===== config.mk =====
export PLATFORM = sky130hd
export DESIGN_NAME = alu
export DESIGN_NICKNAME = d
export VERILOG_FILES = /design/src/verilog/exe_pkg.sv /design/src/verilog/alu.sv
export SDC_FILE = /design/constraint.sdc
export NUM_CORES = 1
export LEC_CHECK = 0
export BUFFER_PORTS_ARGS = -buffer_cell sky130_fd_sc_hd__buf_4
export CORE_MARGIN = 5
export CORE_UTILIZATION = 45
export DETAILED_ROUTE_END_ITERATION = 10
export SYNTH_ARGS = -nofsm -noshare
export SYNTH_HDL_FRONTEND = slang
export SYNTH_SLANG_ARGS = --single-unit
export TNS_END_PERCENT = 50

===== constraint.sdc =====
create_clock -name vclk -period 7.3
set_input_delay 1.46 -clock vclk [all_inputs]
set_output_delay 1.46 -clock vclk [all_outputs]
set_load 0.01 [all_outputs]

===== src/verilog/exe_pkg.sv =====
package exe_pkg;

    localparam int XLEN  = 32;
    localparam int REG_W = 5;

    // execution unit select
    typedef enum logic [1:0] {
        UNIT_ALU,
        UNIT_MUL,
        UNIT_MEM
    } unit_e;

    typedef enum logic [3:0] {
        ADD, SUB,
        SLT, SLTU,
        AND, OR, XOR, NOR,
        SLL, SRL, SRA,
        LUI
    } alu_op_e;

    typedef enum logic [1:0] {
        BYTE,
        HALF,
        WORD
    } mem_width_e;

    // 12-bit decoded micro-op
    typedef struct packed {
        unit_e      unit;
        alu_op_e    alu_op;
        logic       src2_imm;
        logic       mul_high;
        logic       usign;      // unsigned mul or zero-extended load
        logic       mem_write;
        mem_width_e mem_width;
    } uop_t;

endpackage


===== src/verilog/alu.sv =====
`timescale 1ns/10ps

module alu (
    input  exe_pkg::alu_op_e           op,
    input  logic [exe_pkg::XLEN-1:0]   a,
    input  logic [exe_pkg::XLEN-1:0]   b,
    output logic [exe_pkg::XLEN-1:0]   result
);
    import exe_pkg::*;

    logic [4:0] shamt;

    assign shamt = b[4:0];

    always_comb begin
        case (op)
            ADD:     result = a + b;
            SUB:     result = a - b;
            SLT: begin
                result = '0;
                result[0] = $signed(a) < $signed(b);
            end
            SLTU: begin
                result = '0;
                result[0] = a < b;
            end
            AND:     result = a & b;
            OR:      result = a | b;
            XOR:     result = a ^ b;
            NOR:     result = ~(a | b);
            SLL:     result = a << shamt;
            SRL:     result = a >> shamt;
            SRA:     result = $signed(a) >>> shamt;
            // immediate already shifted by decode
            LUI:     result = b;
            default: result = '0;
        endcase
    end

endmodule


# Word level (Yosys, flattened, before mapping)
# Cells that the tools add are included.
# Widths: inputs -> output; s select.
classes:
  n_lt_le_gt_ge: 2
  mux: 1
  shifts: 3
  add_sub_neg: 2
  n_bitwise: 4
  n_eq_ne: 11
  reduce_logical: 1
ops:
  columns: ["op", "count"]
  rows:
  - ["$pmux 32 s12", 1]
  - ["$lt 32x32->1", 2]
  - ["$add 32x32->32", 1]
  - ["$and 32x32->32", 1]
  - ["$not 32->32", 1]
  - ["$or 32x32->32", 1]
  - ["$shl 32x5->32", 1]
  - ["$shr 32x5->32", 1]
  - ["$sshr 32x5->32", 1]
  - ["$sub 32x32->32", 1]
  - ["$xor 32x32->32", 1]
  - ["$eq 4x3->1 const B", 4]
  - ["$eq 4x4->1 const B", 4]
  - ["$eq 4x2->1 const B", 2]
  - ["$eq 4x1->1 const B", 1]
  - ["$logic_not 4->1", 1]
word_totals:
  in_bits: 68
  reg_bits: 0
  wordCells: 24
  output_inout_bits: 32

# Longest topological paths before layout
depth:
  depth_word: 3
  mapped_depth: 15
  mapped_depth_nobuf: 12

# Worst setup path after synthesis
# No wires, ideal clock.
synth_path:
  path_type: "in2out"
  startpoint: "input port b[2] in the netlist's numbering"
  endpoint: "output port result[28] in the netlist's numbering"
  path_slack_ps: 1132
  t_required_ps: 5840
  path_buffers: 4
  arrival_ps: 4708
  cell_stages: 15
  path_cell_list: "clkbuf_1 inv_2 buf_2 buf_2 buf_1 ha_1 nand2b_1 a21oi_1 o21ai_1 or4b_1 a311o_1 a31oi_2 nand3_1 nand3b_1 a21boi_1"
synth_between:
  elab_chain_cells: 2
  word_cells_on_any_way: 6
  cone_classes: "add/sub (2); shift (3); mux (1)"
synth_rtl:
  columns: ["element", "line", "source"]
  rows:
  - ["start: declaration", "alu.sv:6", "input logic [exe_pkg::XLEN-1:0] b,"]
  - ["$sub 32x32->32 (tied with other cells)", "alu.sv:18", "SUB: result = a - b;"]
  - ["$pmux 32 s12 *", "alu.sv:16", "case (op)"]
  - ["end: declaration", "alu.sv:7", "output logic [exe_pkg::XLEN-1:0] result"]
# Every way passes the cells marked *; elsewhere a longest branch is shown, timed or not.

# Final worst setup path
layout_path:
  startpoint: "input port b[1] in the netlist's numbering"
  endpoint: "output port result[31] in the netlist's numbering"
# The elaborated chain is that of the path after synthesis.

==> results.py <==
metrics = {
    "floorplanning": {
        "io_pins": 100,
        "die_h_um": 154,
        "initial_core_util_pct": 45.9,
        "core_area_mm2": 0.0204,
        "die_area_mm2": 0.0237,
        "die_w_um": 154,
        "rows": 52,
    },
    "grt": {
        "grt_max_degree": 65,
        "grt_pass1_wl_um": 64100,
        "grt_usage_pct": 34.1,
        "grt_antenna_before_repair": 3,
        "overflow": 0,
        "first_global_vias": 10300,
    },
    "cts": {
        "post_cts_buffers": 0,
        "ctsHoldBuffers": 0,
        "cts_resized": 0,
    },
    "power_and_ir_drop": {
        "p_leak_uw": 0.00438,
        "powerDensity_mw_per_mm2": 83.4,
        "vdd_ir_drop_max_uv": 32.6,
    },
    "synthesis": {
        "netlist_area_mm2": 0.00935,
        "synth.distinct_cells": 85,
        "synth_cells": 1400,
        "synth_nets": 1569,
        "synthTopCellsByCount": "a21oi_1, nor2_1, o21ai_0",
        "synth_largest_area_cell": "ha_1",
        "ys.warnings.count": 0,
        "synth-seq-area-share_pct": 0,
        "yosysTopAreaCellShare_pct": 13.3,
        "synthTopCellsByArea": "ha_1, a21oi_1, mux2i_1, o21ai_0, mux4_2",
        "synth_area_per_cell_um2": 6.68,
        "synth.most_common_cell": "a21oi_1",
    },
    "run_status": {
        "status": "finished, final reports clean",
    },
    "routing": {
        "vias": 11400,
        "vias_per_cell": 6.77,
        "ant_nets": 0,
        "drt-initial-drc-count": 1503,
        "drcViolationCount": 0,
        "firstDrtPassIters": 8,
        "wl_per_cell_um": 25.8,
        "routed_wl_um": 43400,
    },
    "setup_path": {
        "worstPathMaxFanout": 35,
        "critPathKind": "in -> out",
        "critPathCaptureType": "output pin",
        "cp.arrival_ns": 5.05,
        "cp.required_ns": 5.84,
        "crit_path_start_kind": "input port",
    },
    "sta": {
        "tns_ns": 0,
        "setup_violations": 0,
        "tightestPinTransition_ns": 0.815,
        "fmax_mhz": 154,
        "max_slew_margin_pct": 45.1,
        "rsz0062_at_grt": "false",
        "slew_viol_final": 0,
        "fin_crit_sh_pct": 89.2,
        "hold_violations": 0,
        "period_minus_slack_ns": 6.51,
    },
    "finish": {
        "nClkBuffers": 0,
        "synthToLayoutAreaGrowth_pct": 8.30,
        "seq_cells": 0,
        "fin_util_pct": 49.7,
        "finalNetCount": 1578,
        "drive_above_1_share_pct": 14.1,
        "seqCellArea_um2": 0,
    },
    "place": {
        "port_buffers": 100,
        "gp_congestion": 0.999,
        "dpl.hpwl_um": 34000,
    },
    "job": {
        "cap_violations": 0,
    },
    "worst_hold_path": {
        "hp-class": "in -> out",
    },
}
logic make-up (layout without fill, tap and decap cells):
group / count (synthesis) / count (layout) / synth area share (%)
buf+inv: 218 / 225 / 9.71
fa+ha+maj: 101 / 101 / 13.7
simple gates: 394 / 394 / 19.8
compound gates: 525 / 525 / 36.7
mux: 112 / 112 / 15.4
xor+xnor: 50 / 50 / 4.69
other cells: 0 / 2 / 0
cell type report:
class,instances,area [um^2]
diodes,2,5.00
fillers,2174,10200
inverters,97,364
multi-input cells,1182,8450
well taps,270,338
repair buffers,128,961
path summary, 6_finish.rpt:
kind | start | to | slack (ns) | cells past startpoint
hold / removal | b[13] | result[13] | 3.29 | 4
setup / recovery | b[1] | result[31] | 0.79 | 13
worst max-delay path, stage by stage:
cell	delay, ns
buf_4	0.38
inv_1	0.34
ha_1	0.40
o21bai_1	0.13
a21oi_1	0.13
o31ai_2	0.49
a211oi_4	0.21
a211oi_1	0.32
nor2_1	0.11
o31ai_1	0.44
o211ai_1	0.14
a32o_1	0.31
buf_4	0.15
per-stage QoR:
stage,setup WS (ns),instances,total power [uW],cell area [um^2],hold WS [ns]
after floorplan,1.13,1400,538,9350,3.10
after global placement,0.998,1677,820,10100,3.29
after detailed placement,0.936,1677,816,10100,3.28
after CTS,0.905,1677,820,10100,3.29
after global routing,0.636,1678,901,10100,3.32
final,0.787,1679,844,10100,3.29
placed cells by master (no fill, tap or decap), drive strengths merged, types with 16 or more instances in the layout:
cell    count
a211oi     29
a21o       26
a21oi     138
a221oi     23
a22oi      23
a31oi      16
buf       128
ha         99
inv        97
mux2       26
mux2i      63
mux4       23
nand2     120
nand2b     18
nand3      20
nor2      129
nor3       27
o211ai     20
o21ai     140
xnor2      42
routing by layer:
layer / wire [um] / track usage, % / vias to the layer above
li1: - / - / 5189
met1: 18100 / 49.1 / 5394
met2: 18500 / 51.1 / 686
met3: 5300 / 7.67 / 90
met4: 1460 / 9.25 / 0
met5: 0 / 0 / -
where the power goes:
group | switching, uW | internal [uW]
sequential | 0 | 0
clock | 0 | 0.0000130
combinational | 526 | 317
Note: power is estimated with default switching activity, not from simulation.
