[src/verilog/exe_pkg.sv]
package exe_pkg;

    localparam int XLEN  = 32;
    localparam int REG_W = 5;

    // execution unit select
    typedef enum logic [1:0] {
        UNIT_ALU,
        UNIT_MUL,
        UNIT_MEM
    } unit_e;

    typedef enum logic [3:0] {
        ADD, SUB,
        SLT, SLTU,
        AND, OR, XOR, NOR,
        SLL, SRL, SRA,
        LUI
    } alu_op_e;

    typedef enum logic [1:0] {
        BYTE,
        HALF,
        WORD
    } mem_width_e;

    // 12-bit decoded micro-op
    typedef struct packed {
        unit_e      unit;
        alu_op_e    alu_op;
        logic       src2_imm;
        logic       mul_high;
        logic       usign;      // unsigned mul or zero-extended load
        logic       mem_write;
        mem_width_e mem_width;
    } uop_t;

endpackage

[src/verilog/mem_unit.sv]
`timescale 1ns/10ps

module mem_unit (
    input  logic                       clk,
    input  logic                       rstn,
    input  logic                       hold,
    input  logic                       bubble,
    input  logic                       start,
    input  exe_pkg::uop_t              uop,
    input  logic [exe_pkg::XLEN-1:0]   base,
    input  logic [exe_pkg::XLEN-1:0]   offset,
    input  logic [exe_pkg::XLEN-1:0]   store_data,
    output logic                       valid,
    output logic                       op,
    output logic [exe_pkg::XLEN-1:0]   addr,
    output logic [3:0]                 write_type,
    output logic [exe_pkg::XLEN-1:0]   w_data,
    input  logic                       data_valid,
    input  logic [exe_pkg::XLEN-1:0]   r_data,
    output logic                       busy,
    output logic [exe_pkg::XLEN-1:0]   load_data
);
    import exe_pkg::*;

    logic            occ_q;
    mem_width_e      width_q;
    logic            usign_q, write_q;
    logic [1:0]      lo_q;
    logic [XLEN-1:0] shifted;
    logic [XLEN-1:0] ext;

    // exe0 request
    assign addr  = base + offset;
    assign valid = start & ~hold;
    assign op    = uop.mem_write;

    always_comb begin
        case (uop.mem_width)
            BYTE: begin
                write_type = 4'b0001 << addr[1:0];
                w_data     = {4{store_data[7:0]}};
            end
            HALF: begin
                write_type = addr[1] ? 4'b1100 : 4'b0011;
                w_data     = {2{store_data[15:0]}};
            end
            default: begin
                write_type = 4'b1111;
                w_data     = store_data;
            end
        endcase
    end

    always_ff @(posedge clk) begin
        if (!rstn) begin
            occ_q <= 1'b0;
        end else if (!hold) begin
            occ_q <= start & ~bubble;
        end
    end

    always_ff @(posedge clk) begin
        if (!hold && start) begin
            width_q <= uop.mem_width;
            usign_q <= uop.usign;
            write_q <= uop.mem_write;
            lo_q    <= addr[1:0];
        end
    end

    // exe1 response alignment
    assign busy    = occ_q & ~data_valid;
    assign shifted = r_data >> {lo_q, 3'b000};

    always_comb begin
        case (width_q)
            BYTE:    ext = {{24{~usign_q & shifted[7]}}, shifted[7:0]};
            HALF:    ext = {{16{~usign_q & shifted[15]}}, shifted[15:0]};
            default: ext = r_data;
        endcase
    end

    assign load_data = (occ_q && !write_q) ? ext : '0;

    a_no_req_while_busy: assert property (@(posedge clk) disable iff (!rstn)
        busy |-> !valid);

endmodule

[config.mk]
export PLATFORM = sky130hd
export DESIGN_NAME = mem_unit
export DESIGN_NICKNAME = d
export VERILOG_FILES = /design/src/verilog/exe_pkg.sv /design/src/verilog/mem_unit.sv
export SDC_FILE = /design/constraint.sdc
export NUM_CORES = 1
export LEC_CHECK = 0
export ABC_CLOCK_PERIOD_IN_PS = 6100
export BUFFER_PORTS_ARGS = -buffer_cell sky130_fd_sc_hd__buf_4
export CAP_MARGIN = 20
export CORE_MARGIN = 5
export CORE_UTILIZATION = 34
export DETAILED_ROUTE_END_ITERATION = 10
export MAX_ROUTING_LAYER = met4
export PLACE_DENSITY_LB_ADDON = 0.05
export SLEW_MARGIN = 5
export SYNTH_ARGS = -nofsm -noshare
export SYNTH_HDL_FRONTEND = slang
export SYNTH_SLANG_ARGS = --single-unit
[constraint.sdc]
create_clock -name clk -period 6.1 [get_ports clk]
set_input_delay 0.61 -clock clk [delete_from_list [all_inputs] [get_ports clk]]
set_output_delay 0.61 -clock clk [all_outputs]
set_load 0.02 [all_outputs]
# After elaboration in Yosys (flattened, before gate mapping)
# Cells that the tools add are included.
dict set report totals {
  ff_bits 7
  input_bits 146
  out_inout_bits 103
  wordCells 30
}
dict set report op_classes {
  add_sub_neg 1
  n_eq_ne 2
  n_shift 2
  muxes 5
  bitwise 9
  n_reduce_logical 6
}
# cell n
set op_table {}
lappend op_table {{32-bit case mux with 2 select lines} 2}
lappend op_table {{32-bit adder} 1}
lappend op_table {{32-bit 2-to-1 mux} 1}
lappend op_table {{32-bit by 5-bit right shift with 16-bit output} 1}
lappend op_table {{4-bit case mux with 2 select lines} 1}
lappend op_table {{1-bit AND} 5}
lappend op_table {{2-bit by 1-bit == test with 1-bit output (second input constant)} 2}
lappend op_table {{2-bit zero test} 2}
lappend op_table {{4-bit 2-to-1 mux} 1}
lappend op_table {{1-bit NOT} 4}
lappend op_table {{1-bit by 2-bit left shift with 4-bit output (first input constant)} 1}
lappend op_table {{1-bit logical AND} 2}
lappend op_table {{1-bit zero test} 2}

# Longest topological paths before layout
dict set report depth {
  ltp_word 4
  ltp_mapped 11
  depth_no_buf 11
}

# Worst setup path before layout
# Ideal clock, no wire load.
dict set report synth_timing {
  path_kind {input to output}
  from {input port offset[0] in the netlist's numbering}
  to {output port addr[30] in the netlist's numbering}
  arrival_time_ns 2.918
  required_ns 5.490
  setup_slack_ns 2.572
  path_stages 11
  path_buffers 0
  cell_sequence {ha_1 > inv_1 > fa_1 > nand2b_1 > a211oi_2 > o31ai_1 > a211oi_2 > nor2_1 > o31a_1 > o31ai_2 > xor2_1}
}
dict set report synth_between {
  elab_chain_len 1
}
# item line_no
set synth_rtl {}
lappend synth_rtl {{start: declaration} mem_unit.sv:11} ;# input logic [exe_pkg::XLEN-1:0] offset,
lappend synth_rtl {{32-bit adder} mem_unit.sv:33} ;# assign addr = base + offset;
lappend synth_rtl {{end: declaration} mem_unit.sv:15} ;# output logic [exe_pkg::XLEN-1:0] addr,
# No other way between the ends.

# Final worst setup path
# Ends and elaborated chain as after synthesis.

==> results.json <==
{
  "p_per_area_nw_per_um2": 135,
  "fmax_mhz": 262,
  "cts_buffers": 3,
  "syn2layout_area_growth_pct": 60.6,
  "syn_avg_cell_area_um2": 6.83,
  "yosys_warnings": 0,
  "synth_edf_count": 6,
  "overflow": 0,
  "clockBufferDepth": 2,
  "viasPerCell": 5.14,
  "drive_above_1_share_pct": 40.7,
  "grt_max_degree": 37,
  "crit_type": "input port to primary output",
  "peakVddDrop_uv": 60.9,
  "worst_pin_slew_ns": 0.690,
  "synth_fp_nets": 624,
  "r2r_start": "occ_q$_SDFFE_PN0N_",
  "cts_hold_buf": 0,
  "fin_ws_ns": 2.29,
  "min_path_type": "input port to register",
  "ioPinCount": 249,
  "post-synth-top-count-cell": "a21oi_1",
  "synth_seq_cells": 7,
  "cts.sinks": 7,
  "dp_slack_ns": 2.30,
  "yosysSeqAreaShare_pct": 6.57,
  "postCtsSetupRepairBufs": 0,
  "cts-resized-gates": 0,
  "cts_tree": "yes",
  "ant_nets": 0,
  "period_minus_slack_ns": 3.81,
  "layout.nets": 837,
  "ff2ff_setup_slack_ns": 5.44,
  "slew_viol_final": 0,
  "dieHeight_um": 105,
  "num_antenna_cells": 0,
  "crit_path_end_kind": "primary output",
  "finalCritPeriodShare_pct": 62.5,
  "fin_cells": 766,
  "io_buffers": 240,
  "synthArstFlopShare_pct": 0,
  "finalWeightedCongestion": 0.874,
  "synthTopCellsByCount": "a21oi_1 (51), nand2_1 (50), o21ai_0 (38)",
  "synthCells": 446,
  "die_x_um": 105,
  "grt_setup_unrepaired": "no",
  "start_util_pct": 34.9,
  "grtUsageTotal_pct": 19.5,
  "clock-root-buffer": "clkbuf_8",
  "drcViolationCount": 0,
  "yosys.area.top_type": "ha_1",
  "hold_viol": 0,
  "cp.arrival_ns": 3.20,
  "path_max_fanout": 3,
  "synth_area_um2": 3050,
  "power_uw": 662,
  "tns_ns": 0,
  "drt_wl_total_um": 11600,
  "h-tree-depth": 1,
  "coreArea_um2": 8720,
  "r2r_end": "occ_q$_SDFFE_PN0N_",
  "hp-start": "uop[3]",
  "dp_hpwl_um": 10100,
  "ys_types": 52,
  "worstPathRequired_ns": 5.49,
  "grt_pass1_wl_um": 18000,
  "fp-row-count": 34,
  "reg2regPathDepth": 2,
  "drv_cap": 0,
  "leakage_nw": 2.50,
  "wl_per_cell_um": 15.1,
  "cp-start-kind": "input port",
  "synth_ff_type": "edfxtp_1",
  "slew_headroom_pct": 53.8,
  "status": "finished, final reports clean",
  "vias": 3938,
  "clkLatencyLatePin_ns": 0.22,
  "setup_violations": 0,
  "dr.pass1.iters": 4,
  "min_path_cells": 1,
  "synth_top_area_share_pct": 12.7,
  "dieArea_um2": 11000,
  "clock_skew_ns": 0,
  "place_inst": 761,
  "clk_pin_slew_ns": 0.04,
  "grt_pass1_vias": 3817,
  "synth_area_leaders": "ha_1 (13%), a21oi_1 (8.4%), o21ai_0 (6.2%), nand2_1 (6.2%), edfxtp_1 (5.9%)",
  "hold_end": "usign_q$_DFFE_PP_",
  "drtIter0Drc": 116,
  "antenna_found_initial": 0
}
worst max-delay path by stage:
stage	start	end	slack (ns)
global route	offset[0]	addr[30]	2.16
floorplan	offset[0]	addr[30]	2.57
global placement	offset[0]	addr[30]	2.29
CTS	offset[0]	addr[30]	2.29
detailed placement	offset[0]	addr[30]	2.30
finish	offset[0]	addr[30]	2.29
cell type report:
class	instances	area, µm²
Fill cell	879	3820
Multi-Input combinational cell	381	2590
Timing Repair Buffer	241	1830
Sequential cell	7	200
Tap cell	108	135
Inverter	25	93.8
Clock buffer	4	45.0
registers in the layout, indices dropped and copies added (netlist names):
register and flops:
occ_q 1, write_q 1, usign_q 1, width_q 2, lo_q 2
cell families after synthesis:
group,share of synthesized area [%]
compound gates,33.3
flops,6.57
fa+ha+maj,13.4
xor+xnor,8.33
mux,11.5
buf+inv,8.37
simple gates,18.6
critical path, cell delays in order:
cell and delay, ns:
buf_4 0.08, ha_1 0.15, inv_1 0.05, fa_1 0.40, nand2b_1 0.22, a211oi_2 0.24
o31ai_1 0.15, a211oi_2 0.19, nor2_1 0.11, o31a_1 0.36, o31ai_2 0.28, xor2_1 0.18
buf_4 0.16
where the power goes:
part	switching (mW)	leakage (nW)	total [mW]	internal [mW]
sequential	0.00829	0.0645	0.0647	0.0565
combinational	0.285	2.41	0.536	0.251
clock	0.0167	0.0228	0.0616	0.0449
layer usage:
layer | up-vias | GRT usage [%] | share of wire [%]
met2 | 150 | 35.1 | 50
met1 | 1763 | 22.9 | 40
met5 | - | - | 0
met3 | 6 | 3.82 | 8.3
met4 | 0 | 3.20 | 0.95
li1 | 2019 | - | -
layout by cell type (no fill, tap or decap), drive strengths merged, types with 2 or more instances in the layout:
cell type,netlist,layout
nand2,50,50
edfxtp,6,6
a211oi,4,4
o21ai,51,51
o211ai,3,3
and4,2,2
a31oi,11,11
ha,31,31
and3,2,2
clkbuf,19,4
nand4,6,6
nand3,10,10
a21o,15,15
a211o,2,2
a21boi,3,3
nor2b,7,7
nor2,31,31
o31a,4,4
mux2,17,17
o21a,4,4
inv,24,24
o21bai,6,6
nand2b,8,8
and2,2,2
o31ai,3,3
xnor2,19,19
xor2,10,10
nor3,3,3
mux2i,16,16
a21oi,51,51
buf,14,241
metrics by stage:
step	util [%]	area [µm²]	hold WS, ns
after global placement	55.3	4820	0.584
after CTS	55.8	4870	0.564
after floorplan	-	3050	0.531
after global routing	56.1	4900	0.562
final	56.1	4900	0.568
after detailed placement	55.3	4820	0.590
(Power assumes the default switching activity.)
