File: src/verilog/exe_pkg.sv
package exe_pkg;

    localparam int XLEN  = 32;
    localparam int REG_W = 5;

    // execution unit select
    typedef enum logic [1:0] {
        UNIT_ALU,
        UNIT_MUL,
        UNIT_MEM
    } unit_e;

    typedef enum logic [3:0] {
        ADD, SUB,
        SLT, SLTU,
        AND, OR, XOR, NOR,
        SLL, SRL, SRA,
        LUI
    } alu_op_e;

    typedef enum logic [1:0] {
        BYTE,
        HALF,
        WORD
    } mem_width_e;

    // 12-bit decoded micro-op
    typedef struct packed {
        unit_e      unit;
        alu_op_e    alu_op;
        logic       src2_imm;
        logic       mul_high;
        logic       usign;      // unsigned mul or zero-extended load
        logic       mem_write;
        mem_width_e mem_width;
    } uop_t;

endpackage

File: src/verilog/mul_unit.sv
`timescale 1ns/10ps

module mul_unit (
    input  logic                       clk,
    input  logic                       rstn,
    input  logic                       hold,
    input  logic                       bubble,
    input  logic                       start,
    input  logic                       high,
    input  logic                       usign,
    input  logic [exe_pkg::XLEN-1:0]   a,
    input  logic [exe_pkg::XLEN-1:0]   b,
    output logic [exe_pkg::XLEN-1:0]   result
);
    import exe_pkg::*;

    logic               a_ext, b_ext;
    logic signed [16:0] a_lo, a_hi, b_lo, b_hi;
    logic signed [33:0] pp [4];
    logic signed [33:0] pp_q [4];
    logic               high_q;
    logic               valid_q;
    logic signed [65:0] prod;

    // exe0: split 33-bit operands into 17-bit halves
    assign a_ext = ~usign & a[31];
    assign b_ext = ~usign & b[31];
    assign a_lo  = {1'b0, a[15:0]};
    assign b_lo  = {1'b0, b[15:0]};
    assign a_hi  = {a_ext, a[31:16]};
    assign b_hi  = {b_ext, b[31:16]};

    assign pp[0] = a_lo * b_lo;
    assign pp[1] = a_lo * b_hi;
    assign pp[2] = a_hi * b_lo;
    assign pp[3] = a_hi * b_hi;

    always_ff @(posedge clk) begin
        if (!rstn) begin
            valid_q <= 1'b0;
        end else if (!hold) begin
            valid_q <= start & ~bubble;
        end
    end

    always_ff @(posedge clk) begin
        if (!hold && start) begin
            pp_q   <= pp;
            high_q <= high;
        end
    end

    // exe1: shift and add
    assign prod = (pp_q[3] <<< 32) + ((pp_q[1] + pp_q[2]) <<< 16) + pp_q[0];

    // zero when idle so lane 0 can merge by OR
    assign result = !valid_q ? '0 : (high_q ? prod[63:32] : prod[31:0]);

    // issue must gate a dependent multiply off during the bubble
    a_start_no_bubble: assert property (@(posedge clk) disable iff (!rstn)
        !(start && bubble));

endmodule

File: config.mk
export PLATFORM = sky130hd
export DESIGN_NAME = mul_unit
export DESIGN_NICKNAME = d
export VERILOG_FILES = /design/src/verilog/exe_pkg.sv /design/src/verilog/mul_unit.sv
export SDC_FILE = /design/constraint.sdc
export NUM_CORES = 2
export LEC_CHECK = 0
export BUFFER_PORTS_ARGS = -buffer_cell sky130_fd_sc_hd__buf_2
export CORE_UTILIZATION = 65
export DETAILED_ROUTE_END_ITERATION = 8
export PLACE_DENSITY_LB_ADDON = 0.1
export SLEW_MARGIN = 40
export SYNTH_ARGS = -nofsm -noshare
export SYNTH_HDL_FRONTEND = slang
export SYNTH_SLANG_ARGS = --single-unit
File: constraint.sdc
create_clock -name clk -period 9.7 [get_ports clk]
set_clock_uncertainty 0.05 [all_clocks]
set_input_delay 0.97 -clock clk [delete_from_list [all_inputs] [get_ports clk]]
set_output_delay 0.97 -clock clk [all_outputs]
set_load 0.01 [all_outputs]
Word level (Yosys, flattened, before mapping)
Cells that the tools add are included.
{ "word_totals": {"regBits": 134, "in_bits": 71, "out_inout_bits": 32, "word_cells": 22} }
{ "op_classes": {"add_sub_neg": 3, "mul": 4, "muxes": 2, "n_bitwise": 5, "n_reduce_logical": 2} }
{ "ops": {"columns": ["op", "n"], "rows": [
  ["multiplier 17 x 17 -> 34 bit", 2],
  ["adder 64 x 33 -> 64 bit", 1],
  ["adder 64 x 51 -> 64 bit", 1],
  ["two-way mux 32 bit", 2],
  ["adder 34 x 34 -> 35 bit", 1],
  ["multiplier 16 x 16 -> 32 bit", 1],
  ["multiplier 17 x 17 -> 32 bit", 1],
  ["AND 1 bit", 3],
  ["NOT 1 bit", 2],
  ["logical AND 1 bit", 1],
  ["logical NOT 1 bit", 1]
]} }

Logic depth before layout (Yosys ltp)
{ "depth": {"ltp_word": 5, "depth_mapped": 28, "depth_no_buf": 27} }

Worst setup path after synthesis
OpenSTA, ideal clock, no wires.
{ "synth_timing": {"kind": "input -> register", "from": "input port hold", "to": "register valid_q", "setup_ps": 88, "arrival_time_ps": 7473, "required_ps": 9562, "slack_ps": 2090, "cell_stages": 3, "path_buffers": 0, "cell_sequence": "nor2b_1 > a22oi_1 > nor2b_1"} }
{ "synth_lines": {"columns": ["element", "line_no", "text"], "rows": [
  ["from (decl)", "mul_unit.sv:6", "input logic hold,"],
  ["to (signal assigned)", "mul_unit.sv:42", "valid_q <= start & ~bubble;"],
  ["to (decl)", "mul_unit.sv:22", "logic valid_q;"]
]} }

Worst setup path in the final report
{ "layout_timing": {"from": "register pp_q[69] (netlist bit)", "to": "output port result[27] (netlist bit)"} }
{ "layout_between": {"elab_chain_len": 5} }
{ "layout_lines": {"columns": ["element", "line_no", "text"], "rows": [
  ["from (decl)", "mul_unit.sv:20", "logic signed [33:0] pp_q [4];"],
  ["from (signal assigned)", "mul_unit.sv:48", "pp_q <= pp;"],
  ["adder 34 x 34 -> 35 bit", "mul_unit.sv:54", "assign prod = (pp_q[3] <<< 32) + ((pp_q[1] + pp_q[2]) <<< 16) + pp_q[0];"],
  ["adder 64 x 51 -> 64 bit", "mul_unit.sv:54", null],
  ["adder 64 x 33 -> 64 bit", "mul_unit.sv:54", null],
  ["two-way mux 32 bit (2 in a row)", "mul_unit.sv:57", "assign result = !valid_q ? '0 : (high_q ? prod[63:32] : prod[31:0]);"],
  ["to (decl)", "mul_unit.sv:13", "output logic [exe_pkg::XLEN-1:0] result"]
]} }
No other way between the ends.

==> metrics.cfg <==
[timing]
fin_crit_ns = 7.56
fmax_mhz = 132
worst_slew_pin_slew_ns = 0.929
slew_violations = 0
tns_ns = 0
hold_viol = 0
whs_ns = 0.624
rsz0062_at_grt = false
maxSlewHeadroom = 0.381
setup_viol = 0
period_share = 0.779

[clock_network]
cts_root_buffer = clkbuf_16
cts_inserted_buffers = 17
cts_tree = yes
clkTransAtPathRegs_ns = 0.06
cts.sinks = 134
clk_path_buf_depth = 2
hold_buffers = 0
postCtsSetupBuffers = 0
cts-htree-levels = 4
cts_resized = 0
clk_latency_ns = 0.47

[setup_path]
crit_fanout = 5
arrival_ns = 6.54
reg2reg_to = valid_q
cp_slowest_cell = xor2_1
critPathMaxStageDelay_ns = 0.53
crit_required_ns = 8.68
cp_common_cell = a21oi_1
worstSetupEndpointType = output port
path_cells = ha_1, a21o_1, a21oi_1, o21ai_0, a21oi_1, nor2_1, nand4_1, nand3b_1, a41oi_1, o21ai_0, xor2_1, ha_1, a21o_1, a21oi_1, o311a_1, a21boi_2, a211oi_4, a311oi_2, o211ai_2, xor2_1, a21oi_1, nor2b_1, buf_2
ff2ff_path_depth = 2
rrSetupSlack_ns = 8.69
crit_type = reg2out
r2r-start = valid_q
start_kind = flip-flop

[synthesis]
syn-num-nets = 6702
synthCells = 5183
synth-async-reset-ratio = 0
synth_edf_count = 133
syn-cell-area_sq_um = 47200
ys_ff_latch = 134
synth_seq_area_share = 0.0850
ys_types = 83
synth_flop_cell = edfxtp_1
yosysWarnings = 0
avgSynthCellArea_sq_um = 9.11

[final_layout]
drive_gt1_frac = 0.0392
syn2layout_area_growth_pct = 3.68
num-nets-final = 6630

[detailed_routing]
wire_per_inst_um = 19.2
drt_pass1_iterations = 6
vias = 34466
avgViaCountPerCell = 5.67
post-route-drc-count = 0
totalWireLength_um = 117000
detail-route-antenna-nets = 0
drt_iter0_markers = 2064

[floorplanning]
dieArea_sq_um = 73700
coreArea_sq_um = 71700
num_rows = 98
die_x_um = 272
pin_count = 103
start_util = 0.658
die_y_um = 272

[place]
dp_hpwl_um = 91900
numPortBuffers = 102
gp_congestion = 0.940

[global_routing]
grt_use_total = 0.339
grt_pass1_wl_um = 194000
grt_pass1_vias = 37242
grt_max_degree = 54
gr-total-overflow = 0
antenna_found_initial = 6

[worst_hold_path]
min_from = high
hold_class = in2reg
hold_path_depth = 1
holdPathEnd = high_q

[flow_run]
drv_cap = 0

[outcome]
status = finished clean

layout make-up:
type | instances | area (sq um)
diodes | 2 | 5.00
clock buffers | 17 | 425
flip-flops and latches | 134 | 4020
clock inverters | 15 | 166
repair buffers | 124 | 746
inverters | 1214 | 4560
well taps | 950 | 1190
fillers | 5825 | 22800
multi-input cells | 3620 | 37900
cells in the mapped netlist, types with 15 or more instances:
library cell | number | share of area
ha_1 | 482 | 0.13
inv_1 | 1214 | 0.096
nand2_1 | 625 | 0.050
o21ai_0 | 73 | 0.0077
o21a_1 | 25 | 0.0040
edfxtp_1 | 133 | 0.085
xor2_1 | 52 | 0.0096
xnor2_1 | 140 | 0.026
nor2b_1 | 35 | 0.0046
fa_1 | 966 | 0.41
nand4_1 | 16 | 0.0021
o31ai_1 | 15 | 0.0024
nand2b_1 | 27 | 0.0036
o21bai_1 | 23 | 0.0037
clkbuf_1 | 210 | 0.017
nor2_1 | 112 | 0.0089
a21o_1 | 97 | 0.015
and2_1 | 527 | 0.070
a21oi_1 | 151 | 0.016
nor3_1 | 27 | 0.0029
nand3_1 | 28 | 0.0030
a31oi_1 | 16 | 0.0021
or2_2 | 19 | 0.0025
routing by layer:
metal  routed length [um]  GRT usage
met4                 4050      0.120
met1                48000      0.440
met3                 8350     0.0607
met2                56400      0.571
met5                   28          0
layout by cell type, fill, tap and decap left out, types with 5 or more instances in the layout:
cell / count
o211ai_1: 8
fa_1: 966
buf_4: 37
ha_1: 482
and3_1: 12
nand3_1: 28
nand2b_1: 27
mux2i_1: 12
nor3_1: 27
and2_1: 527
o21ai_1: 6
o21a_1: 25
edfxtp_1: 133
a211oi_1: 10
nor4_1: 6
inv_1: 1214
o21bai_1: 23
a21boi_0: 8
nor2b_1: 33
a31oi_1: 16
nand2_1: 625
o31ai_1: 15
nand4_1: 16
o21ai_0: 72
or3_1: 8
buf_2: 85
or2_2: 19
a21oi_1: 151
clkbuf_16: 17
o2111ai_1: 5
a2111o_1: 5
nand3b_1: 7
xor2_1: 52
nor2_1: 112
xnor2_1: 140
a21o_1: 97
a31o_2: 5
cells by family (layout without fill, tap and decap cells):
family	count (synthesis)	after routing	share of synthesized area
AOI/OAI and AO/OA	506	506	0.0721
xor gates and xnor gates	192	192	0.0356
adders and majority gates	1448	1448	0.537
buffers and inverters	1429	1370	0.114
DFF	134	134	0.0850
muxes	12	12	0.00254
other	0	2	0
and+or+nand+nor	1462	1462	0.154
flip-flops by register name, indices dropped and copies added (netlist names):
register / flops
valid_q: 1
pp_q: 132
high_q: 1
worst max path at each step:
stage	depth (start not counted)	startpoint	end
6_report	23	pp_q[69]	result[27]
5_1_grt	23	pp_q[69]	result[29]
4_1_cts	25	pp_q[68]	result[29]
3_5_place_dp	24	b[31]	pp_q[101]
3_3_place_gp	26	usign	pp_q[67]
2_1_floorplan	3	hold	valid_q
stage by stage:
| step | setup slack (ns) | cells | cell area [sq um] | util |
|---|---|---|---|---|
| 3_5_place_dp | 1.86 | 6041 | 48300 | 0.674 |
| 3_3_place_gp | 1.70 | 6040 | 48300 | 0.673 |
| 4_1_cts | 2.27 | 6073 | 48900 | 0.682 |
| 2_1_floorplan | 2.09 | 5183 | 47200 | - |
| 6_report | 2.14 | 6076 | 49000 | 0.683 |
| 5_1_grt | 1.78 | 6076 | 49000 | 0.683 |
worst max-delay path, delay by kind of cell, from the launching register on:
| kind | cells | cell delay [ns] |
|---|---|---|
| adder cells (fa/ha/maj) | 2 | 0.69 |
| AND/OR/NAND/NOR | 4 | 0.96 |
| AO/OA/AOI/OAI | 14 | 3.01 |
| flip-flops | 1 | 0.42 |
| XOR/XNOR | 2 | 0.82 |
| buffers and inverters | 1 | 0.13 |
Power is left out: the tool's default activity adds up to more than one toggle a clock period on the data nets, which glitch-free logic cannot reach.
