[src/verilog/exe_pkg.sv]
package exe_pkg;

    localparam int XLEN  = 32;
    localparam int REG_W = 5;

    // execution unit select
    typedef enum logic [1:0] {
        UNIT_ALU,
        UNIT_MUL,
        UNIT_MEM
    } unit_e;

    typedef enum logic [3:0] {
        ADD, SUB,
        SLT, SLTU,
        AND, OR, XOR, NOR,
        SLL, SRL, SRA,
        LUI
    } alu_op_e;

    typedef enum logic [1:0] {
        BYTE,
        HALF,
        WORD
    } mem_width_e;

    // 12-bit decoded micro-op
    typedef struct packed {
        unit_e      unit;
        alu_op_e    alu_op;
        logic       src2_imm;
        logic       mul_high;
        logic       usign;      // unsigned mul or zero-extended load
        logic       mem_write;
        mem_width_e mem_width;
    } uop_t;

endpackage

[src/verilog/bypass_if.sv]
`timescale 1ns/10ps

interface bypass_if;
    import exe_pkg::*;

    // exe1 level
    logic             en1_0, en1_1;
    logic [REG_W-1:0] rd1_0, rd1_1;
    logic [XLEN-1:0]  data1_0, data1_1;
    // out level
    logic             en2_0, en2_1;
    logic [REG_W-1:0] rd2_0, rd2_1;
    logic [XLEN-1:0]  data2_0, data2_1;
    // lane 0 load or multiply in exe1, result not ready yet
    logic             long1;
    logic [REG_W-1:0] long_rd1;

    modport source (output en1_0, rd1_0, data1_0, en1_1, rd1_1, data1_1,
                    en2_0, rd2_0, data2_0, en2_1, rd2_1, data2_1, long1, long_rd1);
    modport sink   (input  en1_0, rd1_0, data1_0, en1_1, rd1_1, data1_1,
                    en2_0, rd2_0, data2_0, en2_1, rd2_1, data2_1, long1, long_rd1);

endinterface

[src/verilog/operand_bypass.sv]
`timescale 1ns/10ps

module operand_bypass (
    bypass_if.sink                     byp,
    input  logic                       eu0_en,
    input  logic                       eu1_en,
    input  logic [exe_pkg::REG_W-1:0]  eu0_rj,
    input  logic [exe_pkg::REG_W-1:0]  eu0_rk,
    input  logic [exe_pkg::REG_W-1:0]  eu1_rj,
    input  logic [exe_pkg::REG_W-1:0]  eu1_rk,
    input  logic [exe_pkg::XLEN-1:0]   data_00,
    input  logic [exe_pkg::XLEN-1:0]   data_01,
    input  logic [exe_pkg::XLEN-1:0]   data_10,
    input  logic [exe_pkg::XLEN-1:0]   data_11,
    output logic [exe_pkg::XLEN-1:0]   eu0_src0,
    output logic [exe_pkg::XLEN-1:0]   eu0_src1,
    output logic [exe_pkg::XLEN-1:0]   eu1_src0,
    output logic [exe_pkg::XLEN-1:0]   eu1_src1,
    output logic                       hazard_stall
);
    import exe_pkg::*;

    // youngest writer wins, r0 never forwarded
    function automatic logic [XLEN-1:0] pick(input logic [REG_W-1:0] src,
                                             input logic [XLEN-1:0]  rf);
        if (src == '0)
            return rf;
        if (byp.en1_1 && byp.rd1_1 == src)
            return byp.data1_1;
        if (byp.en1_0 && byp.rd1_0 == src)
            return byp.data1_0;
        if (byp.en2_1 && byp.rd2_1 == src)
            return byp.data2_1;
        if (byp.en2_0 && byp.rd2_0 == src)
            return byp.data2_0;
        return rf;
    endfunction

    function automatic logic long_hit(input logic [REG_W-1:0] src);
        return byp.long1 && src != '0 && src == byp.long_rd1;
    endfunction

    always_comb begin
        eu0_src0 = pick(eu0_rj, data_00);
        eu0_src1 = pick(eu0_rk, data_01);
        eu1_src0 = pick(eu1_rj, data_10);
        eu1_src1 = pick(eu1_rk, data_11);
        // load/mul result not ready until it reaches the out level
        hazard_stall = (eu0_en && (long_hit(eu0_rj) || long_hit(eu0_rk)))
                    || (eu1_en && (long_hit(eu1_rj) || long_hit(eu1_rk)));
    end

endmodule

[src/flat_wrapper.sv]
// flat-port wrapper written by rule: the top's interface ports become plain ports
module operand_bypass_flat import exe_pkg::*;
  (eu0_en, eu1_en, eu0_rj, eu0_rk, eu1_rj, eu1_rk, data_00, data_01, data_10, data_11, eu0_src0, eu0_src1, eu1_src0, eu1_src1, hazard_stall, byp_en1_0, byp_rd1_0, byp_data1_0, byp_en1_1, byp_rd1_1, byp_data1_1, byp_en2_0, byp_rd2_0, byp_data2_0, byp_en2_1, byp_rd2_1, byp_data2_1, byp_long1, byp_long_rd1);
  bypass_if byp_i ();
  input  logic eu0_en;
  input  logic eu1_en;
  input  logic [exe_pkg::REG_W-1:0] eu0_rj;
  input  logic [exe_pkg::REG_W-1:0] eu0_rk;
  input  logic [exe_pkg::REG_W-1:0] eu1_rj;
  input  logic [exe_pkg::REG_W-1:0] eu1_rk;
  input  logic [exe_pkg::XLEN-1:0] data_00;
  input  logic [exe_pkg::XLEN-1:0] data_01;
  input  logic [exe_pkg::XLEN-1:0] data_10;
  input  logic [exe_pkg::XLEN-1:0] data_11;
  output logic [exe_pkg::XLEN-1:0] eu0_src0;
  output logic [exe_pkg::XLEN-1:0] eu0_src1;
  output logic [exe_pkg::XLEN-1:0] eu1_src0;
  output logic [exe_pkg::XLEN-1:0] eu1_src1;
  output logic hazard_stall;
  input wire logic [$bits(byp_i.en1_0)-1:0] byp_en1_0;
  input wire logic [$bits(byp_i.rd1_0)-1:0] byp_rd1_0;
  input wire logic [$bits(byp_i.data1_0)-1:0] byp_data1_0;
  input wire logic [$bits(byp_i.en1_1)-1:0] byp_en1_1;
  input wire logic [$bits(byp_i.rd1_1)-1:0] byp_rd1_1;
  input wire logic [$bits(byp_i.data1_1)-1:0] byp_data1_1;
  input wire logic [$bits(byp_i.en2_0)-1:0] byp_en2_0;
  input wire logic [$bits(byp_i.rd2_0)-1:0] byp_rd2_0;
  input wire logic [$bits(byp_i.data2_0)-1:0] byp_data2_0;
  input wire logic [$bits(byp_i.en2_1)-1:0] byp_en2_1;
  input wire logic [$bits(byp_i.rd2_1)-1:0] byp_rd2_1;
  input wire logic [$bits(byp_i.data2_1)-1:0] byp_data2_1;
  input wire logic [$bits(byp_i.long1)-1:0] byp_long1;
  input wire logic [$bits(byp_i.long_rd1)-1:0] byp_long_rd1;
  assign byp_i.en1_0 = byp_en1_0;
  assign byp_i.rd1_0 = byp_rd1_0;
  assign byp_i.data1_0 = byp_data1_0;
  assign byp_i.en1_1 = byp_en1_1;
  assign byp_i.rd1_1 = byp_rd1_1;
  assign byp_i.data1_1 = byp_data1_1;
  assign byp_i.en2_0 = byp_en2_0;
  assign byp_i.rd2_0 = byp_rd2_0;
  assign byp_i.data2_0 = byp_data2_0;
  assign byp_i.en2_1 = byp_en2_1;
  assign byp_i.rd2_1 = byp_rd2_1;
  assign byp_i.data2_1 = byp_data2_1;
  assign byp_i.long1 = byp_long1;
  assign byp_i.long_rd1 = byp_long_rd1;
  operand_bypass u_core (.byp(byp_i), .eu0_en(eu0_en), .eu1_en(eu1_en), .eu0_rj(eu0_rj), .eu0_rk(eu0_rk), .eu1_rj(eu1_rj), .eu1_rk(eu1_rk), .data_00(data_00), .data_01(data_01), .data_10(data_10), .data_11(data_11), .eu0_src0(eu0_src0), .eu0_src1(eu0_src1), .eu1_src0(eu1_src0), .eu1_src1(eu1_src1), .hazard_stall(hazard_stall));
endmodule
[config.mk]
export PLATFORM = sky130hd
export DESIGN_NAME = operand_bypass_flat
export DESIGN_NICKNAME = d
export VERILOG_FILES = /design/src/verilog/exe_pkg.sv /design/src/verilog/bypass_if.sv /design/src/verilog/operand_bypass.sv /design/src/flat_wrapper.sv
export SDC_FILE = /design/constraint.sdc
export NUM_CORES = 1
export LEC_CHECK = 0
export ABC_CLOCK_PERIOD_IN_PS = 3300
export BUFFER_PORTS_ARGS = -buffer_cell sky130_fd_sc_hd__buf_4
export CELL_PAD_IN_SITES_DETAIL_PLACEMENT = 1
export CELL_PAD_IN_SITES_GLOBAL_PLACEMENT = 2
export CORE_AREA = 2 2 195 197
export DETAILED_ROUTE_END_ITERATION = 10
export DIE_AREA = 0 0 197 199
export PLACE_DENSITY_LB_ADDON = 0.12
export SLEW_MARGIN = 20
export SYNTH_ARGS = -nofsm -noshare
export SYNTH_HDL_FRONTEND = slang
export SYNTH_SLANG_ARGS = --single-unit
export TNS_END_PERCENT = 100
[constraint.sdc]
create_clock -name vclk -period 3.3
set_input_delay 0.825 -clock vclk [all_inputs]
set_output_delay 0.825 -clock vclk [all_outputs]
set_load 0.005 [all_outputs]
### Word-level counts from Yosys, hierarchy flattened

Cells that the tools add are included.
W data, S select, Z words.

| word-level totals | value |
|---|---|
| flip-flop bits (word level) | 0 |
| bits of input ports | 308 |
| logic and storage cells | 157 |

| operators by class | value |
|---|---|
| eq/ne operators | 20 |
| mux-type cells | 100 |
| reduce and logical (&&, ||, !) cells | 37 |

Operator list:

| kind | count |
|---|---|
| $mux W32 | 40 |
| $eq A5 B5 Y1 | 20 |
| $mux W1 | 60 |
| $logic_and A1 B1 Y1 | 26 |
| $logic_not A5 Y1 | 4 |
| $reduce_bool A5 Y1 | 4 |
| $logic_or A1 B1 Y1 | 3 |

### Depth between registers and ports, before layout

Gate-level depths: netlist of run 1.

| depth | value |
|---|---|
| word-level depth | 18 |
| mapped depth | 8 |

### Worst setup path before layout of run 1

Ideal clock, no wire load.

| timing path | value |
|---|---|
| path kind | input port to output port |
| start | input port eu1_rj[0] (netlist name) |
| end | output port eu1_src0[1] (netlist name) |
| arrival | 2.263 ns |
| data required time | 2.475 ns |
| path slack | 0.212 ns |
| stages | 7 |
| cell sequence | buf_2 > xor2_1 > nor3_4 > and3_1 > clkbuf_1 > o311ai_0 > a21oi_1 |

| on the way | value |
|---|---|
| word-level cells in the longest chain between the ends | 12 |

Ends and longest elaborated chain:

| item | line | source |
|---|---|---|
| start, declared | flat_wrapper.sv:9 | `input logic [exe_pkg::REG_W-1:0] eu1_rj;` |
| $eq A5 B5 Y1 | operand_bypass.sv:34 | `if (byp.en2_0 && byp.rd2_0 == src)` |
| $logic_and A1 B1 Y1 | operand_bypass.sv:34 |  |
| $mux W1 (2 in a row) | operand_bypass.sv:34 |  |
| $mux W1 | operand_bypass.sv:32 | `if (byp.en2_1 && byp.rd2_1 == src)` |
| $mux W1 | operand_bypass.sv:30 | `if (byp.en1_0 && byp.rd1_0 == src)` |
| $mux W1 | operand_bypass.sv:28 | `if (byp.en1_1 && byp.rd1_1 == src)` |
| $mux W32 | operand_bypass.sv:36 | `return rf;` |
| $mux W32 | operand_bypass.sv:34 |  |
| $mux W32 | operand_bypass.sv:32 |  |
| $mux W32 | operand_bypass.sv:30 |  |
| $mux W32 * | operand_bypass.sv:28 |  |
| end, declared | flat_wrapper.sv:17 | `output logic [exe_pkg::XLEN-1:0] eu1_src0;` |

Every way passes the cells marked *; elsewhere a longest branch is shown, timed or not. The select of a mux whose other input is x is not followed.

### Worst setup path in the final report of run 1

| timing path | value |
|---|---|
| start | input port byp_rd2_0[2] |
| end | output port eu1_src1[14] (netlist name) |

| on the way | value |
|---|---|
| word-level cells in the longest chain between the ends | 12 |

Ends and longest elaborated chain:

| item | line | source |
|---|---|---|
| start, declared | flat_wrapper.sv:27 | `input wire logic [$bits(byp_i.rd2_0)-1:0] byp_rd2_0;` |
| $eq A5 B5 Y1 * | operand_bypass.sv:34 |  |
| $logic_and A1 B1 Y1 * | operand_bypass.sv:34 |  |
| $mux W1 (2 in a row) | operand_bypass.sv:34 |  |
| $mux W1 | operand_bypass.sv:32 |  |
| $mux W1 | operand_bypass.sv:30 |  |
| $mux W1 | operand_bypass.sv:28 |  |
| $mux W32 * | operand_bypass.sv:36 |  |
| $mux W32 * | operand_bypass.sv:34 |  |
| $mux W32 * | operand_bypass.sv:32 |  |
| $mux W32 * | operand_bypass.sv:30 |  |
| $mux W32 * | operand_bypass.sv:28 |  |
| end, declared | flat_wrapper.sv:18 | `output logic [exe_pkg::XLEN-1:0] eu1_src1;` |

Marked as above.

==> results of run 1 <==
worst min-delay path: stages:
cell    delay [ns]
buf_4         0.07
o21a_1        0.10
buf_4         0.10
routing by layer:
layer	global-route usage, %	share of wire [%]	vias to the layer above	wire length [microns]
li1	-	-	6550	-
met1	49.4	40	7953	32600
met2	62.1	46	1158	37300
met3	4.78	9.3	252	7630
met4	14.6	5.3	4	4340
met5	0	0.035	-	29
final timing paths:
check	from	endpoint	slack (ns)
max	byp_rd2_0[2]	eu1_src1[14]	-0.24
min	byp_long1	hazard_stall	1.93
cell usage in the layout (no fill, tap or decap), types with 11 or more instances in the layout:
master | Yosys | routed
o22ai_1 | 137 | 128
o311ai_2 | 0 | 11
a21oi_2 | 0 | 118
nand3_1 | 18 | 12
o311ai_1 | 112 | 24
xor2_1 | 68 | 38
nand2b_1 | 64 | 63
xnor2_1 | 31 | 22
buf_12 | 0 | 92
xor2_2 | 0 | 20
a21boi_1 | 1 | 58
a21boi_2 | 0 | 16
nand3b_1 | 92 | 92
nand4b_1 | 31 | 31
o211ai_1 | 14 | 14
or3_1 | 31 | 21
and3_4 | 0 | 48
a21oi_1 | 256 | 116
buf_8 | 0 | 22
buf_6 | 0 | 72
clkbuf_16 | 0 | 14
a21boi_0 | 129 | 53
buf_16 | 0 | 21
and3_1 | 126 | 78
a21oi_4 | 0 | 22
o311ai_4 | 0 | 79
buf_4 | 2 | 541
cells by family (layout without fill, tap and decap cells):
logic type      after synthesis  after routing  synth area share [%]
compound gates              661            661                  48.8
xor+xnor                    100            100                  10.0
buf+inv                     195            762                  9.22
other cells                   0              1                     0
simple gates                423            423                  32.0
where the power goes:
part / switching, uW / leakage (uW) / internal [uW]
clock network: 0 / 0.00000000634 / 0.00000341
registers: 0 / 0 / 0
logic: 1500 / 0.00764 / 1430
per-stage QoR:
step	utilization, %	total power (uW)	instances	setup WS [ns]	setup TNS, ns
floorplan	-	842	1379	0.212	0
global placement	38.5	2150	2304	-0.453	-28.32
detailed placement	38.5	2170	2304	-0.442	-26.49
CTS	46.5	2530	2380	-0.132	-4.88
global route	53.4	3010	2420	-0.266	-15.60
finish	53.5	2930	2421	-0.241	-10.48
layout make-up:
cell class | instances | area, sq um | area share [%]
Tap cell | 474 | 593 | 2.99
Antenna cell | 1 | 2.50 | 0.0126
Multi-Input combinational cell | 1184 | 11300 | 56.8
Timing Repair Buffer | 762 | 7970 | 40.2
timing repair:
item | CTS | global route
setup endpoints to repair | 128 | 129
endpoints found under the hold margin | 0 | 0
setup buffers | 48 | 48
pin swaps | 147 | 212
resized for setup | 370 | 408
cloned | 30 | 15
==> flow_summary.toml, run 1 <==
[timing]
finalHoldViolCount = 0
worstMarginPinSlew_ns = 0.492
finalHoldWorstSlack_ns = 1.93
rsz0062_at_grt = "yes"
maxSlewHeadroom_pct = 67.2
report.final.slew_viol_count = 0
finalCriticalPeriod_ns = 3.54
fin_ws_ns = -0.241
final-setup-viol-count = 124
fin_crit_sh_pct = 107
max_freq_mhz = 282

[final_layout]
area_growth_pct = 125
register_area_sq_um = 0
fillCellCount = 4165
final_nets = 2256
final_area_sq_um = 19800
n_sequential_cell = 0
clkbuf_count = 0
drive_gt1_share_pct = 59.6

[critical_path]
critPathMostFrequentCell = "buf_12"
worstPathArrival_ns = 2.72
start_kind = "input port"
critPathTopFamily = "buffers and inverters"
crit_required_ns = 2.47
cp.depth = 10
path_cells = "buf_12 > xor2_4 > nor4_4 > buf_6 > buf_12 > clkbuf_16 > and3_1 > o311ai_1 > a21oi_1 > buf_4"
cp_max_fo = 5
end_kind = "primary output"
critical-path-slowest-cell = "nor4_4"
path_class = "in2out"
path_buf_inv = 5
critPathMaxStageDelay_ns = 0.37

[detailed_routing]
vias_per_cell = 6.57
via_count = 15900
dr.pass1.iters = 6
ant_nets = 0
routed_wl_microns = 81900
remaining_drc_errors = 0
drt_iter0_drc = 1698
wl_per_cell_microns = 33.8

[logic_synthesis]
synth_top_area_share_pct = 14.5
synth_warnings = 0
ys_seq_area_share_pct = 0
syn_area_per_cell_sq_um = 6.40
yosys.area.top_type = "a21oi_1"
synth_nets = 1687
synth_cells = 1379
ys_types = 39
netlist_area_sq_um = 8830
synthTopCellsByCount = "a21oi_1 (256), o22ai_1 (137), a21boi_0 (129)"
synth_area_leaders = "a21oi_1 (15%), o311ai_1 (11%), a21boi_0 (11%)"
synth_most_common_cell = "a21oi_1"

[status]
status = "finished with violations"
violations = "negative setup slack"

[die]
die_y_microns = 199
die_w_microns = 197
core-area_sq_um = 37100
floorplan.rows = 71
fp.dieArea_sq_um = 39200
io_pins = 437
start_util_pct = 23.8

[global_route]
grt_antenna_before_repair = 2
grt_max_degree = 43
grt_pass1_wl_microns = 110000
overflow = 0
grt_usage_pct = 37.5
grt_pass1_vias = 15900

[place]
place_area_sq_um = 14300
hpwl_microns = 53100
io_buffers = 437
gp_congestion = 0.942

[power]
p_leak_uw = 0.00764
power.density_nw_per_um2 = 147
ir_drop_v = 0.0000946

[worst_hold_path]
hold_class = "in2out"
holdPathStages = 3

[run]
maxCapViolations = 0

[clock_tree]
hold_buffers = 0
(Power assumes the default switching activity.)
==> inputs of run 2 (changes only) <==
- PLACE_DENSITY_LB_ADDON: 0.12 -> 0.1
- TNS_END_PERCENT: 100 -> 20
==> flow_summary.toml, run 2 (synthesis results as in run 1) <==
[timing]
report.final.slew_viol_count = 0
max_freq_mhz = 282
final-setup-viol-count = 103
maxSlewHeadroom_pct = 65.9
fin_setup_tns_ns = -6.75
finalHoldViolCount = 0
fin_crit_sh_pct = 108
rsz0062_at_grt = "yes"
fin_ws_ns = -0.252
finalCriticalPeriod_ns = 3.55
worstMarginPinSlew_ns = 0.511

[die]
die_w_microns = 197
core-area_sq_um = 37100
io_pins = 437
start_util_pct = 23.8
floorplan.rows = 71
fp.dieArea_sq_um = 39200
die_y_microns = 199

[detailed_routing]
via_count = 15100
wl_per_cell_microns = 31.8
ant_nets = 0
remaining_drc_errors = 0
drt_iter0_drc = 1207
dr.pass1.iters = 5
routed_wl_microns = 75500
vias_per_cell = 6.39

[final_layout]
n_sequential_cell = 0
final_nets = 2204
drive_gt1_share_pct = 49.6
clkbuf_count = 0
final_area_sq_um = 17300
final_cell_mix = "buf_4 (552), a21oi_1 (183), o22ai_1 (134), and3_1 (102)"
layout.cells.most_common = "buf_4"
fillCellCount = 4378
area_growth_pct = 96.0
register_area_sq_um = 0

[run]
maxCapViolations = 0

[critical_path]
path_cells = "buf_12 > buf_6 > xor2_2 > nor4_4 > buf_6 > buf_12 > buf_6 > buf_6 > and3_1 > o311ai_1 > a21oi_1 > buf_4"
path_class = "in2out"
crit_required_ns = 2.47
cp_max_fo = 8
start_kind = "input port"
critPathMostFrequentCell = "buf_6"
critPathMaxStageDelay_ns = 0.38
worstPathArrival_ns = 2.73
critical-path-slowest-cell = "o311ai_1"
end_kind = "primary output"

[global_route]
overflow = 0
grt_usage_pct = 35.5
grt_max_degree = 37
grt_antenna_before_repair = 4
grt_pass1_wl_microns = 104000
grt_pass1_vias = 15300

[place]
gp_congestion = 0.925
io_buffers = 437
hpwl_microns = 52800
place_area_sq_um = 14200

[worst_hold_path]
hold_class = "in2out"
holdPathStages = 3
holdPathEnd = "hazard_stall"
hold_start = "byp_long1"

[status]
violations = "negative setup slack"
status = "finished with violations"

[power]
power.density_nw_per_um2 = 151
ir_drop_v = 0.0000993
p_leak_uw = 0.00687
==> run 2: cell count changes in the layout (fill, tap and decap cells not counted), moves of 15 or more <==
cell      delta
a21boi_0    +39
a21boi_1    -32
a21oi_1     +67
a21oi_2     -52
a21oi_4     -15
and3_1      +24
and3_4      -25
buf_6       -33
o311ai_1    +46
o311ai_4    -56
==> run 2: where the power goes <==
part	total, uW	internal [uW]	switching [uW]
registers	0	0	0
clock network	0.0000816	0.0000816	0
logic	2610	1270	1340
total	2610	1270	1340
==> run 2: what timing repair did <==
action                                  in CTS  in global routing
hold buffers                                 0                  0
gates cloned                                22                  7
pin swaps                                   72                124
resized for setup                          167                248
endpoints found under the setup margin     127                128
buffers inserted                            27                 25
==> run 2: how the worst max path moves through the flow <==
stage               cells after the start      endpoint          from
floorplan                               7   eu1_src0[1]     eu1_rj[0]
global placement                        9   eu0_src1[0]  byp_rd1_0[3]
detailed placement                      9   eu0_src1[0]  byp_rd1_0[3]
CTS                                     9  eu1_src0[15]     eu1_rj[4]
global route                           12  eu1_src1[15]  byp_rd2_0[3]
finish                                 12  eu1_src1[15]  byp_rd2_0[3]
==> run 2: per-stage QoR <==
| step | cells | power (uW) | hold WS [ns] | setup slack (ns) | utilization, % |
|---|---|---|---|---|---|
| 5_1_grt | 2370 | 2710 | 1.96 | -0.332 | 46.6 |
| 6_report | 2370 | 2610 | 1.93 | -0.252 | 46.6 |
| 4_1_cts | 2341 | 2360 | 1.94 | -0.161 | 42.6 |
| 3_5_place_dp | 2293 | 2140 | 1.94 | -0.302 | 38.3 |
| 2_1_floorplan | 1379 | 842 | 1.74 | 0.212 | - |
| 3_3_place_gp | 2293 | 2120 | 1.93 | -0.362 | 38.3 |
==> run 2: critical path: cells and delay by family <==
kind            cells  cell delay [ns]
compound gates      2             0.50
xor+xnor            1             0.20
buf+inv             7             0.96
simple gates        2             0.22
==> run 2: layout make-up <==
class                      instances  area (sq um)  share of cell area [%]
antenna                            2          5.00                  0.0289
tap                              474           593                    3.43
multi-input combinational       1184          9630                    55.7
timing repair buffer             710          7070                    40.9
==> run 2: per-layer routing <==
layer | up-vias | track usage [%] | wire length [microns]
met5 | - | 0 | 27
met3 | 229 | 4.04 | 5880
met1 | 7522 | 46.8 | 31200
met2 | 935 | 59.2 | 34800
met4 | 4 | 13.4 | 3490
li1 | 6444 | - | -
